==> config.mk <==
export PLATFORM = sky130hd
export DESIGN_NAME = nes_dma_bus
export DESIGN_NICKNAME = d
export VERILOG_FILES = /design/src/source/nes_bus_pkg.sv /design/src/source/nes_dma_pkg.sv /design/src/source/dma_bus_if.sv /design/src/source/cpu_clock_divider.sv /design/src/source/dma_controller.sv /design/src/source/bus_arbiter.sv /design/src/source/nes_dma_bus.sv
export SDC_FILE = /design/constraint.sdc
export NUM_CORES = 1
export LEC_CHECK = 0
export BUFFER_PORTS_ARGS = -buffer_cell sky130_fd_sc_hd__buf_2
export CORE_MARGIN = 10
export CORE_UTILIZATION = 55
export CTS_BUF_LIST = sky130_fd_sc_hd__clkbuf_4 sky130_fd_sc_hd__clkbuf_8
export CTS_CLUSTER_DIAMETER = 100
export DETAILED_ROUTE_END_ITERATION = 10
export PLACE_DENSITY = 0.88
export RECOVER_POWER = 50
export SLEW_MARGIN = 20
export SYNTH_ARGS = -nofsm -noshare
export SYNTH_HDL_FRONTEND = slang
export SYNTH_HIERARCHICAL = 1
export SYNTH_SLANG_ARGS = --single-unit
==> constraint.sdc <==
create_clock -name clk -period 6.3 [get_ports clk]
set_clock_uncertainty 0.2 [all_clocks]
set_input_delay 0.945 -clock clk [delete_from_list [all_inputs] [get_ports clk]]
set_output_delay 0.945 -clock clk [all_outputs]
set_load 0.05 [all_outputs]
==> src/source/nes_bus_pkg.sv <==
package nes_bus_pkg;

	// CPU side bus widths
	localparam int ADDR_WIDTH = 16;
	localparam int DATA_WIDTH = 8;

	typedef logic [ADDR_WIDTH-1:0] addr_t; // 6502 address space
	typedef logic [DATA_WIDTH-1:0] data_t; // One byte on the data bus

	// Fixed registers in the CPU memory map

	// Write of the source page here kicks off sprite DMA
	localparam addr_t OAM_DMA_ADDR = 16'h4014;

	// PPU OAM data port, every sprite DMA write lands here
	localparam addr_t OAM_DATA_ADDR = 16'h2004;

endpackage

==> src/source/nes_dma_pkg.sv <==
package nes_dma_pkg;

	// Sprite DMA engine
	typedef enum logic [1:0] {
		SPR_IDLE  = 2'd0, // No transfer pending
		SPR_ALIGN = 2'd1, // CPU paused, wait for read on odd cycle
		SPR_XFER  = 2'd3  // Even read, odd write to OAM
	} spr_state_t;

	// DMC sample fetch slot
	typedef enum logic {
		DMC_IDLE  = 1'b0, // Nothing to fetch
		DMC_FETCH = 1'b1  // Fetch granted, waits for the next even cycle
	} dmc_state_t;

	// Master clocks per CPU tick on NTSC
	localparam int DEFAULT_CPU_DIVIDE = 12;

endpackage

==> src/source/dma_bus_if.sv <==
`timescale 1ns/1ps

interface dma_bus_if import nes_bus_pkg::*; ();

	addr_t addr;   // Address the DMA engine wants on the bus
	logic  enable; // DMA is bus master this CPU cycle
	logic  read;   // High on even cycles for a read, low for a write
	data_t wdata;  // Latched sprite byte for the OAM write
	data_t rdata;  // Byte returned from memory or open bus

	// DMA side requests the bus and takes the read data
	modport dma (
		output addr,
		output enable,
		output read,
		output wdata,
		input  rdata
	);

	// Arbiter side forwards the request and returns data
	modport arbiter (
		input  addr,
		input  enable,
		input  read,
		input  wdata,
		output rdata
	);

endinterface

==> src/source/cpu_clock_divider.sv <==
`timescale 1ns/1ps

module cpu_clock_divider import nes_dma_pkg::*; #(
	parameter int CPU_DIVIDE = DEFAULT_CPU_DIVIDE // Master clocks per CPU tick
) (
	input  logic clk,
	input  logic reset,
	output logic cpu_ce,    // One clk wide tick per CPU cycle
	output logic odd_cycle  // APU cycle parity, 1 is odd
);

	localparam int CNT_W = $clog2(CPU_DIVIDE);

	// Count value on which the tick fires
	localparam logic [CNT_W-1:0] LAST_COUNT = CNT_W'(CPU_DIVIDE - 1);

	logic [CNT_W-1:0] div_cnt; // Master clock position inside the CPU cycle

	// Tick on the last master clock of the cycle
	// Counter sits at zero in reset so the first tick is CPU_DIVIDE clks later
	assign cpu_ce = (div_cnt == LAST_COUNT);

	always_ff @(posedge clk) begin
		if (reset) begin
			div_cnt   <= '0;
			odd_cycle <= 1'b1; // First CPU cycle after reset counts as odd
		end else begin
			if (cpu_ce)
				div_cnt <= '0; // Wrap
			else
				div_cnt <= div_cnt + 1'b1;

			// Parity flips once per CPU cycle
			// DMA reads on even cycles and writes on odd ones
			if (cpu_ce)
				odd_cycle <= ~odd_cycle;
		end
	end

endmodule

==> src/source/dma_controller.sv <==
`timescale 1ns/1ps

module dma_controller import nes_bus_pkg::*, nes_dma_pkg::*; (
	input  logic  clk,
	input  logic  reset,
	input  logic  cpu_ce,         // CPU cycle boundary
	input  logic  odd_cycle,      // Parity of the current CPU cycle
	input  logic  sprite_trigger, // CPU write to the OAM DMA register
	input  data_t page,           // Source page from the CPU write
	input  logic  cpu_read,       // CPU is in a read cycle
	input  logic  dmc_request,    // DMC wants a sample byte
	input  addr_t dmc_addr,       // Where the sample byte lives
	output logic  dmc_ack,        // Bus reads dmc_addr this cycle
	output logic  pause_cpu,      // Hold the CPU
	dma_bus_if.dma bus
);

	spr_state_t spr_state;
	dmc_state_t dmc_state;

	data_t src_page;   // High byte of the sprite source address
	data_t src_index;  // Low byte, walks 00 to FF
	data_t byte_latch; // Byte read on the even cycle, written on the odd one

	logic spr_start;   // Trigger accepted
	logic spr_read;    // Sprite read completes at this tick
	logic dmc_take;    // DMC slot granted at this tick
	logic last_byte;   // Index FF is in flight

	assign spr_start = (spr_state == SPR_IDLE) && sprite_trigger;
	assign spr_read  = (spr_state == SPR_XFER) && !odd_cycle && !dmc_ack;

	// Fetch only steals a CPU read cycle, granted at the end of an even cycle
	assign dmc_take  = (dmc_state == DMC_IDLE) && dmc_request && cpu_read && !odd_cycle;
	assign last_byte = (src_index == 8'hFF);

	always_ff @(posedge clk) begin
		if (reset) begin
			spr_state <= SPR_IDLE;
			dmc_state <= DMC_IDLE;
			src_index <= '0;
		end else if (cpu_ce) begin
			// DMC slot, the fetch lands on the next even cycle
			if (dmc_state == DMC_IDLE) begin
				if (dmc_take)
					dmc_state <= DMC_FETCH;
			end else if (!odd_cycle) begin
				dmc_state <= DMC_IDLE; // Fetch cycle just ended
			end

			case (spr_state)
				SPR_IDLE: begin
					if (spr_start) begin
						spr_state <= SPR_ALIGN;
						src_index <= '0; // Always start at page:00
					end
				end
				SPR_ALIGN: begin
					// Next cycle is even so the first access is a read
					if (cpu_read && odd_cycle)
						spr_state <= SPR_XFER;
				end
				SPR_XFER: begin
					if (!odd_cycle && dmc_ack) begin
						// DMC took our read slot
						spr_state <= SPR_ALIGN; // Index unchanged, same byte again
					end else if (odd_cycle) begin
						src_index <= src_index + 1'b1; // OAM write done
						if (last_byte)
							spr_state <= SPR_IDLE;
					end
				end
				default: spr_state <= SPR_IDLE;
			endcase
		end
	end

	// Page and sprite byte
	always_ff @(posedge clk) begin
		if (cpu_ce) begin
			if (spr_start)
				src_page <= page;
			if (spr_read)
				byte_latch <= bus.rdata; // Held for the odd cycle write
		end
	end

	assign dmc_ack   = (dmc_state == DMC_FETCH) && !odd_cycle;
	assign pause_cpu = (spr_state != SPR_IDLE) || dmc_request;

	// Bus request toward the arbiter
	assign bus.enable = dmc_ack || (spr_state == SPR_XFER);
	assign bus.read   = !odd_cycle; // Even read, odd write
	assign bus.wdata  = byte_latch;

	always_comb begin
		if (dmc_ack)
			bus.addr = dmc_addr;              // Sample fetch wins the even slot
		else if (!odd_cycle)
			bus.addr = {src_page, src_index}; // Sprite source read
		else
			bus.addr = OAM_DATA_ADDR;         // Sprite write to OAM
	end

endmodule

==> src/source/bus_arbiter.sv <==
`timescale 1ns/1ps

module bus_arbiter import nes_bus_pkg::*; (
	input  logic  clk,
	input  logic  reset,
	input  addr_t cpu_addr,
	input  data_t cpu_dout,
	input  logic  cpu_rnw,        // CPU direction, high for read
	input  data_t mem_din,
	input  logic  mem_valid,      // Some memory drives the data bus
	output addr_t bus_addr,
	output data_t bus_dout,
	output logic  bus_read,
	output logic  bus_write,
	output data_t cpu_din,
	output logic  sprite_trigger, // CPU wrote the OAM DMA register
	output data_t page,           // Byte written there
	dma_bus_if.arbiter dma
);

	data_t open_bus; // Last value seen on the data bus
	data_t rdata;    // Read data back to CPU and DMA

	// Bus master select
	assign bus_addr  = dma.enable ? dma.addr  : cpu_addr;
	assign bus_dout  = dma.enable ? dma.wdata : cpu_dout;
	assign bus_read  = dma.enable ? dma.read  : cpu_rnw;
	assign bus_write = !bus_read;

	// Only a CPU write starts sprite DMA, DMA writes go to OAM data anyway
	assign sprite_trigger = !dma.enable && !cpu_rnw && (cpu_addr == OAM_DMA_ADDR);
	assign page           = cpu_dout;

	// Undriven bus floats at its last value
	always_comb begin
		if (reset)
			rdata = '0;
		else if (mem_valid)
			rdata = mem_din;
		else
			rdata = open_bus;
	end

	// Writes also leave their byte on the bus
	always_ff @(posedge clk) begin
		if (bus_write)
			open_bus <= bus_dout;
		else
			open_bus <= rdata;
	end

	assign cpu_din   = rdata;
	assign dma.rdata = rdata; // Same bus byte for the DMA latch

endmodule

==> src/source/nes_dma_bus.sv <==
`timescale 1ns/1ps

module nes_dma_bus import nes_bus_pkg::*, nes_dma_pkg::*; #(
	parameter int CPU_DIVIDE = DEFAULT_CPU_DIVIDE // Master clocks per CPU tick
) (
	input  logic  clk,
	input  logic  reset,
	input  addr_t cpu_addr,
	input  data_t cpu_dout,
	input  logic  cpu_rnw,
	input  data_t mem_din,
	input  logic  mem_valid,
	input  logic  dmc_request,
	input  addr_t dmc_addr,
	output logic  cpu_ce,
	output logic  pause_cpu,
	output logic  dmc_ack,
	output addr_t bus_addr,
	output data_t bus_dout,
	output logic  bus_read,
	output logic  bus_write,
	output data_t cpu_din
);

	logic  odd_cycle;      // APU cycle parity
	logic  sprite_trigger; // Decoded OAM DMA register write
	data_t page;           // Sprite source page

	dma_bus_if dma_bus ();  // DMA request to the arbiter

	cpu_clock_divider #(
		.CPU_DIVIDE (CPU_DIVIDE)
	) clocks (
		.clk       (clk),
		.reset     (reset),
		.cpu_ce    (cpu_ce),
		.odd_cycle (odd_cycle)
	);

	dma_controller dma (
		.clk            (clk),
		.reset          (reset),
		.cpu_ce         (cpu_ce),
		.odd_cycle      (odd_cycle),
		.sprite_trigger (sprite_trigger),
		.page           (page),
		.cpu_read       (cpu_rnw),
		.dmc_request    (dmc_request),
		.dmc_addr       (dmc_addr),
		.dmc_ack        (dmc_ack),
		.pause_cpu      (pause_cpu),
		.bus            (dma_bus)
	);

	bus_arbiter arbiter (
		.clk            (clk),
		.reset          (reset),
		.cpu_addr       (cpu_addr),
		.cpu_dout       (cpu_dout),
		.cpu_rnw        (cpu_rnw),
		.mem_din        (mem_din),
		.mem_valid      (mem_valid),
		.bus_addr       (bus_addr),
		.bus_dout       (bus_dout),
		.bus_read       (bus_read),
		.bus_write      (bus_write),
		.cpu_din        (cpu_din),
		.sprite_trigger (sprite_trigger),
		.page           (page),
		.dma            (dma_bus)
	);

endmodule

==> Word level (Yosys, flattened, before mapping) <==
Index checks and enable logic that the tools add are counted.
Widths: inputs -> output; s select.
{ "op_classes": {"n_reduce_logical": 26, "addsub": 2, "n_bitwise": 2, "n_mux": 21, "eq_ne": 11} }
{ "op_table": {"columns": ["op", "n"], "rows": [
  ["$mux 8", 7],
  ["$mux 16", 3],
  ["$eq 16x15->1 const B", 1],
  ["$pmux 8 s2", 1],
  ["$logic_and 1x1->1", 11],
  ["$mux 2", 5],
  ["$reduce_and 5->1", 2],
  ["$add 8x1->8 const B", 1],
  ["$eq 8x8->1 const B", 1],
  ["$pmux 2 s3", 1],
  ["$logic_not 1->1", 5],
  ["$add 4x1->4 const B", 1],
  ["$eq 4x4->1 const B", 1],
  ["$mux 1", 4],
  ["$ne 2x1->1 const B", 2],
  ["$ne 2x2->1 const B", 2],
  ["$reduce_and 2->1", 2],
  ["$reduce_bool 2->1", 2],
  ["$ne 3x2->1 const B", 1],
  ["$ne 3x3->1 const B", 1],
  ["$eq 2x1->1 const B", 1],
  ["$eq 2x2->1 const B", 1],
  ["$logic_not 2->1", 1],
  ["$logic_or 1x1->1", 2],
  ["2 further kinds", 3]
]} }
{ "totals": {"wordCells": 70, "inputBits": 53, "regBits": 40} }

==> Depth between registers and ports, before layout <==
Gate-level depths: netlist of the first run.
{ "logic_depth": {"ltp_word": 9, "depth_mapped": 13, "ltp_nobuf": 9} }

==> By module <==
Netlist of the first run, hierarchy kept.
{ "by_module_without_submodules": {"columns": ["mod", "seq_area_each_um2", "n_inst", "cells_per_inst", "area_each_um2"], "rows": [
  ["dma_controller", 700.7, 1, 124, 1368.8],
  ["bus_arbiter", 160.2, 1, 87, 870.8],
  ["cpu_clock_divider", 100.1, 1, 20, 222.7]
]} }

==> Worst setup path after synthesis of the first run <==
No wires, ideal clock.
{ "synth_timing": {"kind": "input-to-output", "from": "input port mem_valid", "to": "output port cpu_din[6]", "stages": 3, "required_time_ps": 5155, "arrival_ps": 1953, "path_slack_ps": 3202, "path_cell_list": "buf_2 > mux2i_1 > nor2_1"} }
{ "synth_via": {"elab_chain_len": 2} }
{ "synth_lines": {"columns": ["item", "line_no", "source"], "rows": [
  ["start: declaration", "nes_dma_bus.sv:12", "input logic mem_valid,"],
  ["$mux 8", "bus_arbiter.sv:38", "else if (mem_valid)"],
  ["$mux 8", "bus_arbiter.sv:36", "if (reset)"],
  ["end: declaration", "nes_dma_bus.sv:22", "output data_t cpu_din"]
]} }
Every way passes these cells.

==> Final worst setup path of the first run <==
{ "layout_timing": {"from": "register dma.dmc_state", "to": "output port bus_read"} }
{ "layout_via": {"elab_chain_len": 3} }
{ "layout_lines": {"columns": ["item", "line_no", "source"], "rows": [
  ["start: declaration", "dma_controller.sv:19", "dmc_state_t dmc_state;"],
  ["start signal: assignment", "dma_controller.sv:40", "dmc_state <= DMC_IDLE;"],
  ["start signal: assignment", "dma_controller.sv:46", "dmc_state <= DMC_FETCH;"],
  ["start signal: assignment", "dma_controller.sv:48", "dmc_state <= DMC_IDLE;"],
  ["$logic_and 1x1->1", "dma_controller.sv:88", "assign dmc_ack = (dmc_state == DMC_FETCH) && !odd_cycle;"],
  ["$logic_or 1x1->1", "dma_controller.sv:92", "assign bus.enable = dmc_ack || (spr_state == SPR_XFER);"],
  ["net dma_bus.enable", "dma_bus_if.sv:6", "logic enable;"],
  ["$mux 1", "bus_arbiter.sv:27", "assign bus_read = dma.enable ? dma.read : cpu_rnw;"],
  ["end: declaration", "nes_dma_bus.sv:20", "output logic bus_read,"]
]} }
The timed path passes the listed nets, and every way through them passes these cells.

==> results of run 1 <==
## sequential cells by signal (all words and copies together), names as in the netlist
name / count
dma/bus.wdata: 8
arbiter/open_bus: 8
dma/src_index: 8
clocks/odd_cycle: 1
dma/src_page: 8
clocks/div_cnt: 4
dma/spr_state: 2
dma/dmc_state: 1
## metrics by stage
step	area (um2)	total power [mW]	utilization, %
CTS	2850	0.563	65.4
detailed placement	2760	0.394	63.3
floorplan	2460	0.365	-
global placement	2760	0.391	63.3
global route	2810	0.579	64.5
finish	2810	0.556	64.5
## cells in the mapped netlist, types with 2 or more instances
master	count
buf_6	3
buf_4	17
nor4b_1	2
o211ai_1	2
or3_2	3
o31ai_1	3
nand2_1	12
edfxtp_1	16
o21ai_0	2
a21oi_1	5
dfxtp_1	24
inv_1	2
mux2_4	2
nor2_1	29
nand2b_1	3
nor3_1	5
nand3_1	4
ha_1	2
mux2i_1	26
clkbuf_1	2
buf_2	3
xor2_1	3
and3_1	2
or4_1	3
mux2_2	29
## final timing paths
| check | slack [ns] | endpoint | start |
|---|---|---|---|
| worst max-delay path | 1.90 | bus_read | dma/dmc_state$_SDFFE_PP0P_ |
| worst min-delay path | 0.29 | clocks/div_cnt[0]$_SDFF_PP0_ | clocks/div_cnt[0]$_SDFF_PP0_ |
| worst min register to register | 0.29 | clocks/div_cnt[0]$_SDFF_PP0_ | clocks/div_cnt[0]$_SDFF_PP0_ |
| worst max register to register | 2.34 | dma/src_index[5]$_SDFFE_PP0P_ | clocks/odd_cycle$_SDFFE_PP1N_ |
## final cells by class
type | count | area share (%)
multi-input cells | 160 | 44.7
flip-flops and latches | 40 | 34.2
repair buffers | 89 | 15.0
clock buffers | 5 | 2.45
well taps | 52 | 2.32
clock inverters | 3 | 0.847
inverters | 3 | 0.401
## power by group through the flow
stage / logic (mW) / registers, mW / clock network [mW]
3_3_place_gp: 0.108 / 0.283 / 0
6_report: 0.107 / 0.278 / 0.171
5_1_grt: 0.114 / 0.278 / 0.187
3_5_place_dp: 0.110 / 0.284 / 0
2_1_floorplan: 0.0821 / 0.283 / 0
4_1_cts: 0.110 / 0.278 / 0.175
## kinds of logic (layout without fill, tap and decap cells)
kind of cell / count (synthesis) / after routing
AO/OA/AOI/OAI: 17 / 17
XOR/XNOR: 4 / 4
adder cells (fa/ha/maj): 2 / 2
buffers and inverters: 31 / 100
flip-flops: 40 / 40
multiplexers: 58 / 58
AND/OR/NAND/NOR: 79 / 79
## layer usage
layer	wire length, um	part of all wire, %	GRT usage, %
met1	2580	41	17.6
met3	614	9.8	6.46
met4	119	1.9	6.19
met5	0	0	0
met2	2950	47	27.8
==> flow_summary.toml, run 1 <==
[setup_path]
cpMostUsedCell = "nand2_1"
path_cells = "nand2_1, nand2_1, mux2i_1, inv_1, buf_2"
r2r_cells = 9
cp.arrival_ns = 3.25
timing.critical_path.slowest_cell_delay_ns = 1.00
cp.required_ns = 5.15
end_kind = "output pin"
cp_num_buf_inv = 2
critPathLaunchType = "flop"
critPathTopFamily = "simple AND/OR/NAND/NOR gates"
cpMaxStageDelayCell = "dfxtp_1"
cp_num_cells = 5
cp_max_fo = 26
critical_path_class = "reg -> out"

[yosys]
synth_top_cell_by_area = "dfxtp_1"
synth_cells = 231
ys_seq_area_share_pct = 39.0
synth_edf_count = 16
postSynthAreaPerCell_um2 = 10.7
synth_compound_area_share_pct = 5.18
synth_top_family_by_area = "multiplexers"
synth_cell_types = 52
synth_top_area_share_pct = 19.5
synth_xor_area_share_pct = 1.73
muxShareOfSynthArea_pct = 26.0
syn-cell-area_um2 = 2460
async_reset_ff_share_pct = 0
synth-simple-area-share_pct = 17.8
synth_flop_cell = "dfxtp_1"
synth_fa_ha_area_share_pct = 1.02
synth_warnings = 6
synth_area_leaders = "dfxtp_1 20%, edfxtp_1 20%, mux2_2 13%"
synth_nets = 286
synth_seq_cells = 40

[global_route]
grt_util_all_layers_pct = 16.3
antenna_found_initial = 0
overflow = 0
grt_pass1_vias = 2134
grt_first_pass_wirelength_um = 10000
grt_max_degree = 27

[placed_design]
dp_hpwl_um = 5050
place_ws_ns = 2.35
port_buffers = 89
gp_congestion = 0.847
dp_cells = 344

[timing]
rsz0062_at_grt = "false"
tightestPinTransition_ns = 1.15
fin_ws_ns = 1.90
holdWs_ns = 0.290
fin_crit_sh_pct = 69.8
setup_tns_ns = 0
setup_viol = 0
report.final.slew_viol_count = 0
hold_viol = 0
slew_headroom_pct = 22.5
max_freq_ghz = 0.227
fin_crit_ns = 4.40

[clock_network]
cts_buffer_depth = 2
worstSkewPairLatency_ns = 0.29
cts_tree = "built"
clk_pin_slew_ns = 0.08
numCtsBuffers = 5
cts-hold-fix-buffers = 0
ctsResizeCount = 0
cts_root_buffer = "clkbuf_8"
cts-htree-levels = 2
post-cts-setup-buffers = 0
cts_sinks = 40

[cells_and_area]
final_cell_mix = "70 x buf_2, 29 x nor2_1, 29 x mux2_2"
n_fill_cell = 356
seq_area_um2 = 961
multi_input_area_um2 = 1260
nNetsFinal = 354
mostFrequentLayoutCell = "buf_2"
finalNonFillerCells = 352
syn_to_final_growth_pct = 14.0
drive_gt1_share_pct = 40.3
antenna_cells = 0

[power]
ir_drop_mv = 0.188
total_leakage_power_nw = 1.09
p_sw_mw = 0.168
power_density_nw_per_um2 = 198
intPower_mw = 0.388
swShare_pct = 30.3
pwr-share-comb_pct = 19.3
clkPwrFrac_pct = 30.8
seqPwrFrac_pct = 49.9

[floorplanning]
die_h_um = 86.9
initial_core_util_pct = 56.6
die_w_um = 86.9
core-area_um2 = 4350
rows = 24
ioPinCount = 90
die_area_um2 = 7550

[min_path]
hold_depth = 1
hp-class = "reg -> reg"

[routing]
drc_errors = 0
drt-total-wl_um = 6260
drt-wirelength-per-cell_um = 17.8
num_vias = 1949
drtIter0Drc = 89
viasPerCell = 5.54
dr.pass1.iters = 4
final_antenna_net_count = 0

[outcome]
status = "finished clean"

[flow_run]
max-cap-violations = 0
(Power assumes the default switching activity.)
==> run 2, diff against run 1 <==
--- a/config.mk
+++ b/config.mk
@@ -7,11 +7,11 @@
 export LEC_CHECK = 0
 export BUFFER_PORTS_ARGS = -buffer_cell sky130_fd_sc_hd__buf_2
 export CORE_MARGIN = 10
-export CORE_UTILIZATION = 55
+export CORE_UTILIZATION = 51
 export CTS_BUF_LIST = sky130_fd_sc_hd__clkbuf_4 sky130_fd_sc_hd__clkbuf_8
 export CTS_CLUSTER_DIAMETER = 100
 export DETAILED_ROUTE_END_ITERATION = 10
-export PLACE_DENSITY = 0.88
+export PLACE_DENSITY = 0.82
 export RECOVER_POWER = 50
 export SLEW_MARGIN = 20
 export SYNTH_ARGS = -nofsm -noshare
==> constraint.sdc (replaced) <==
create_clock -name clk -period 4.4 [get_ports clk]
set_clock_uncertainty 0.2 [all_clocks]
set_input_delay 0.66 -clock clk [delete_from_list [all_inputs] [get_ports clk]]
set_output_delay 0.66 -clock clk [all_outputs]
set_load 0.05 [all_outputs]
==> run 2 against run 1 <==
  * Global-route usage shrank 1.8 points
  * First-iteration DRC count did not move
  * Final cell count is 0.85% higher
  * Combinational power up 43%
  * Clock power is 49% higher
  * Flip-flop and latch count stayed put
  * Sequential power rose by 43%
  * Routed wire length is 4.7% lower
  * Clock-buffer cell count grew 1
  * Die area is 6.0% higher
  * Via count shrank 1.6%
==> flow_summary.toml, run 2 (synthesized netlist as in run 1, its figures left out) <==
[clock_network]
numCtsBuffers = 5
post-cts-setup-buffers = 0
cts_sinks = 40
clk_pin_slew_ns = 0.07
cts_tree = "built"
ctsResizeCount = 0
cts_root_buffer = "clkbuf_8"
cts-htree-levels = 2
cts_buffer_depth = 2
cts-hold-fix-buffers = 0
worstSkewPairLatency_ns = 0.30

[placed_design]
place_area_um2 = 2770
gp_congestion = 0.773
dp_hpwl_um = 4790
port_buffers = 89

[cells_and_area]
design_area_um2 = 2830
final_cell_mix = "75 x buf_2, 29 x nor2_1, 29 x mux2_2"
antenna_cells = 0
n_fill_cell = 408
nNetsFinal = 355
drive_gt1_share_pct = 42.2
mostFrequentLayoutCell = "buf_2"
syn_to_final_growth_pct = 14.9
post-route-util_pct = 60.3

[setup_path]
critical_path_class = "reg -> out"
reg2reg_from = "clocks/odd_cycle$_SDFFE_PP1N_"
r2r_cells = 9
timing.critical_path.slowest_cell_delay_ns = 0.99
r2r_slack_ns = 1.28
cpMostUsedCell = "nand2_1"
cp_max_fo = 25
end_kind = "output pin"
cpMaxStageDelayCell = "dfxtp_1"
path_cells = "nand2_1, nand2_1, buf_4, mux2i_1, inv_1, buf_2"
cp.required_ns = 3.54
timing.rr.end = "dma/src_index[7]$_SDFFE_PP0P_"
critPathLaunchType = "flop"
cp.arrival_ns = 2.80

[routing]
drtIter0Drc = 89
drc_errors = 0
dr.pass1.iters = 4
drt-total-wl_um = 5970
num_vias = 1917
drt-wirelength-per-cell_um = 16.8
final_antenna_net_count = 0
viasPerCell = 5.40

[timing]
rsz0062_at_grt = "false"
report.final.slew_viol_count = 0
hold_viol = 0
fin_crit_ns = 3.66
slew_headroom_pct = 25.2
setup_tns_ns = 0
fin_crit_sh_pct = 83.2
holdWs_ns = 0.296
setup_viol = 0
tightestPinTransition_ns = 1.11
max_freq_ghz = 0.273

[min_path]
hold_depth = 1
hp-class = "reg -> reg"
min-delay-start = "clocks/div_cnt[0]$_SDFF_PP0_"
hold-path-endpoint = "clocks/div_cnt[0]$_SDFF_PP0_"

[global_route]
overflow = 0
grt_pass1_vias = 1905
grt_util_all_layers_pct = 14.5
grt_first_pass_wirelength_um = 9000
grt_max_degree = 26
antenna_found_initial = 0

[outcome]
status = "finished clean"

[power]
finalPower_mw = 0.806
seqPwrFrac_pct = 49.3
clkPwrFrac_pct = 31.7
ir_drop_mv = 0.226
power_density_nw_per_um2 = 285
pwr-share-comb_pct = 19.0
p_sw_mw = 0.236
total_leakage_power_nw = 1.11
intPower_mw = 0.570
swShare_pct = 29.2

[floorplanning]
ioPinCount = 90
die_area_um2 = 8010
die_w_um = 89.5
core-area_um2 = 4690
initial_core_util_pct = 52.5
rows = 25
die_h_um = 89.5

[flow_run]
max-cap-violations = 0
[run 2: metrics by stage]
stage,instances,setup WS (ns)
floorplan,231,1.70
global placement,347,1.30
detailed placement,347,1.20
CTS,355,0.881
global route,355,0.508
finish,355,0.737
[run 2: area by class of cell]
class	instances	area [um2]	share of cell area [%]
multi-input cells	160	1260	44.4
flip-flops and latches	40	961	34.0
repair buffers	90	435	15.4
clock buffers	6	82.6	2.92
well taps	54	67.6	2.39
clock inverters	2	15.0	0.531
inverters	3	11.3	0.398
[run 2: per-layer routing]
layer  global-route usage [%]  vias up  part of all wire (%)
met4                     6.36        0                   1.6
met3                     5.83       10                   9.5
met2                     22.5       75                    47
met1                     17.2      882                    42
met5                        0        -                     0
li1                         -      950                     -
[run 2: worst max-delay path, delay by kind of cell, from the launching register on]
family / cells / cell delay (ns)
multiplexers: 1 / 0.35
AND/OR/NAND/NOR: 2 / 0.34
flip-flops: 1 / 0.99
buffers and inverters: 3 / 0.82
[run 2: worst max-delay path by stage]
stage / start / end / slack, ns / cells past startpoint
finish: dma/dmc_state$_SDFFE_PP0P_ / bus_read / 0.74 / 6
global route: dma/dmc_state$_SDFFE_PP0P_ / bus_read / 0.51 / 6
CTS: dma/dmc_state$_SDFFE_PP0P_ / bus_read / 0.88 / 6
detailed placement: dma/dmc_state$_SDFFE_PP0P_ / bus_read / 1.20 / 6
global placement: dma/dmc_state$_SDFFE_PP0P_ / bus_read / 1.30 / 6
floorplan: clocks/odd_cycle$_SDFFE_PP1N_ / dma/src_index[5]$_SDFFE_PP0P_ / 1.70 / 12
[run 2: power groups by stage]
stage               clock network, mW  logic [mW]  registers [mW]
global placement                    0       0.155           0.406
floorplan                           0       0.118           0.405
global route                    0.278       0.163           0.398
finish                          0.255       0.153           0.397
detailed placement                  0       0.157           0.406
CTS                             0.265       0.157           0.397
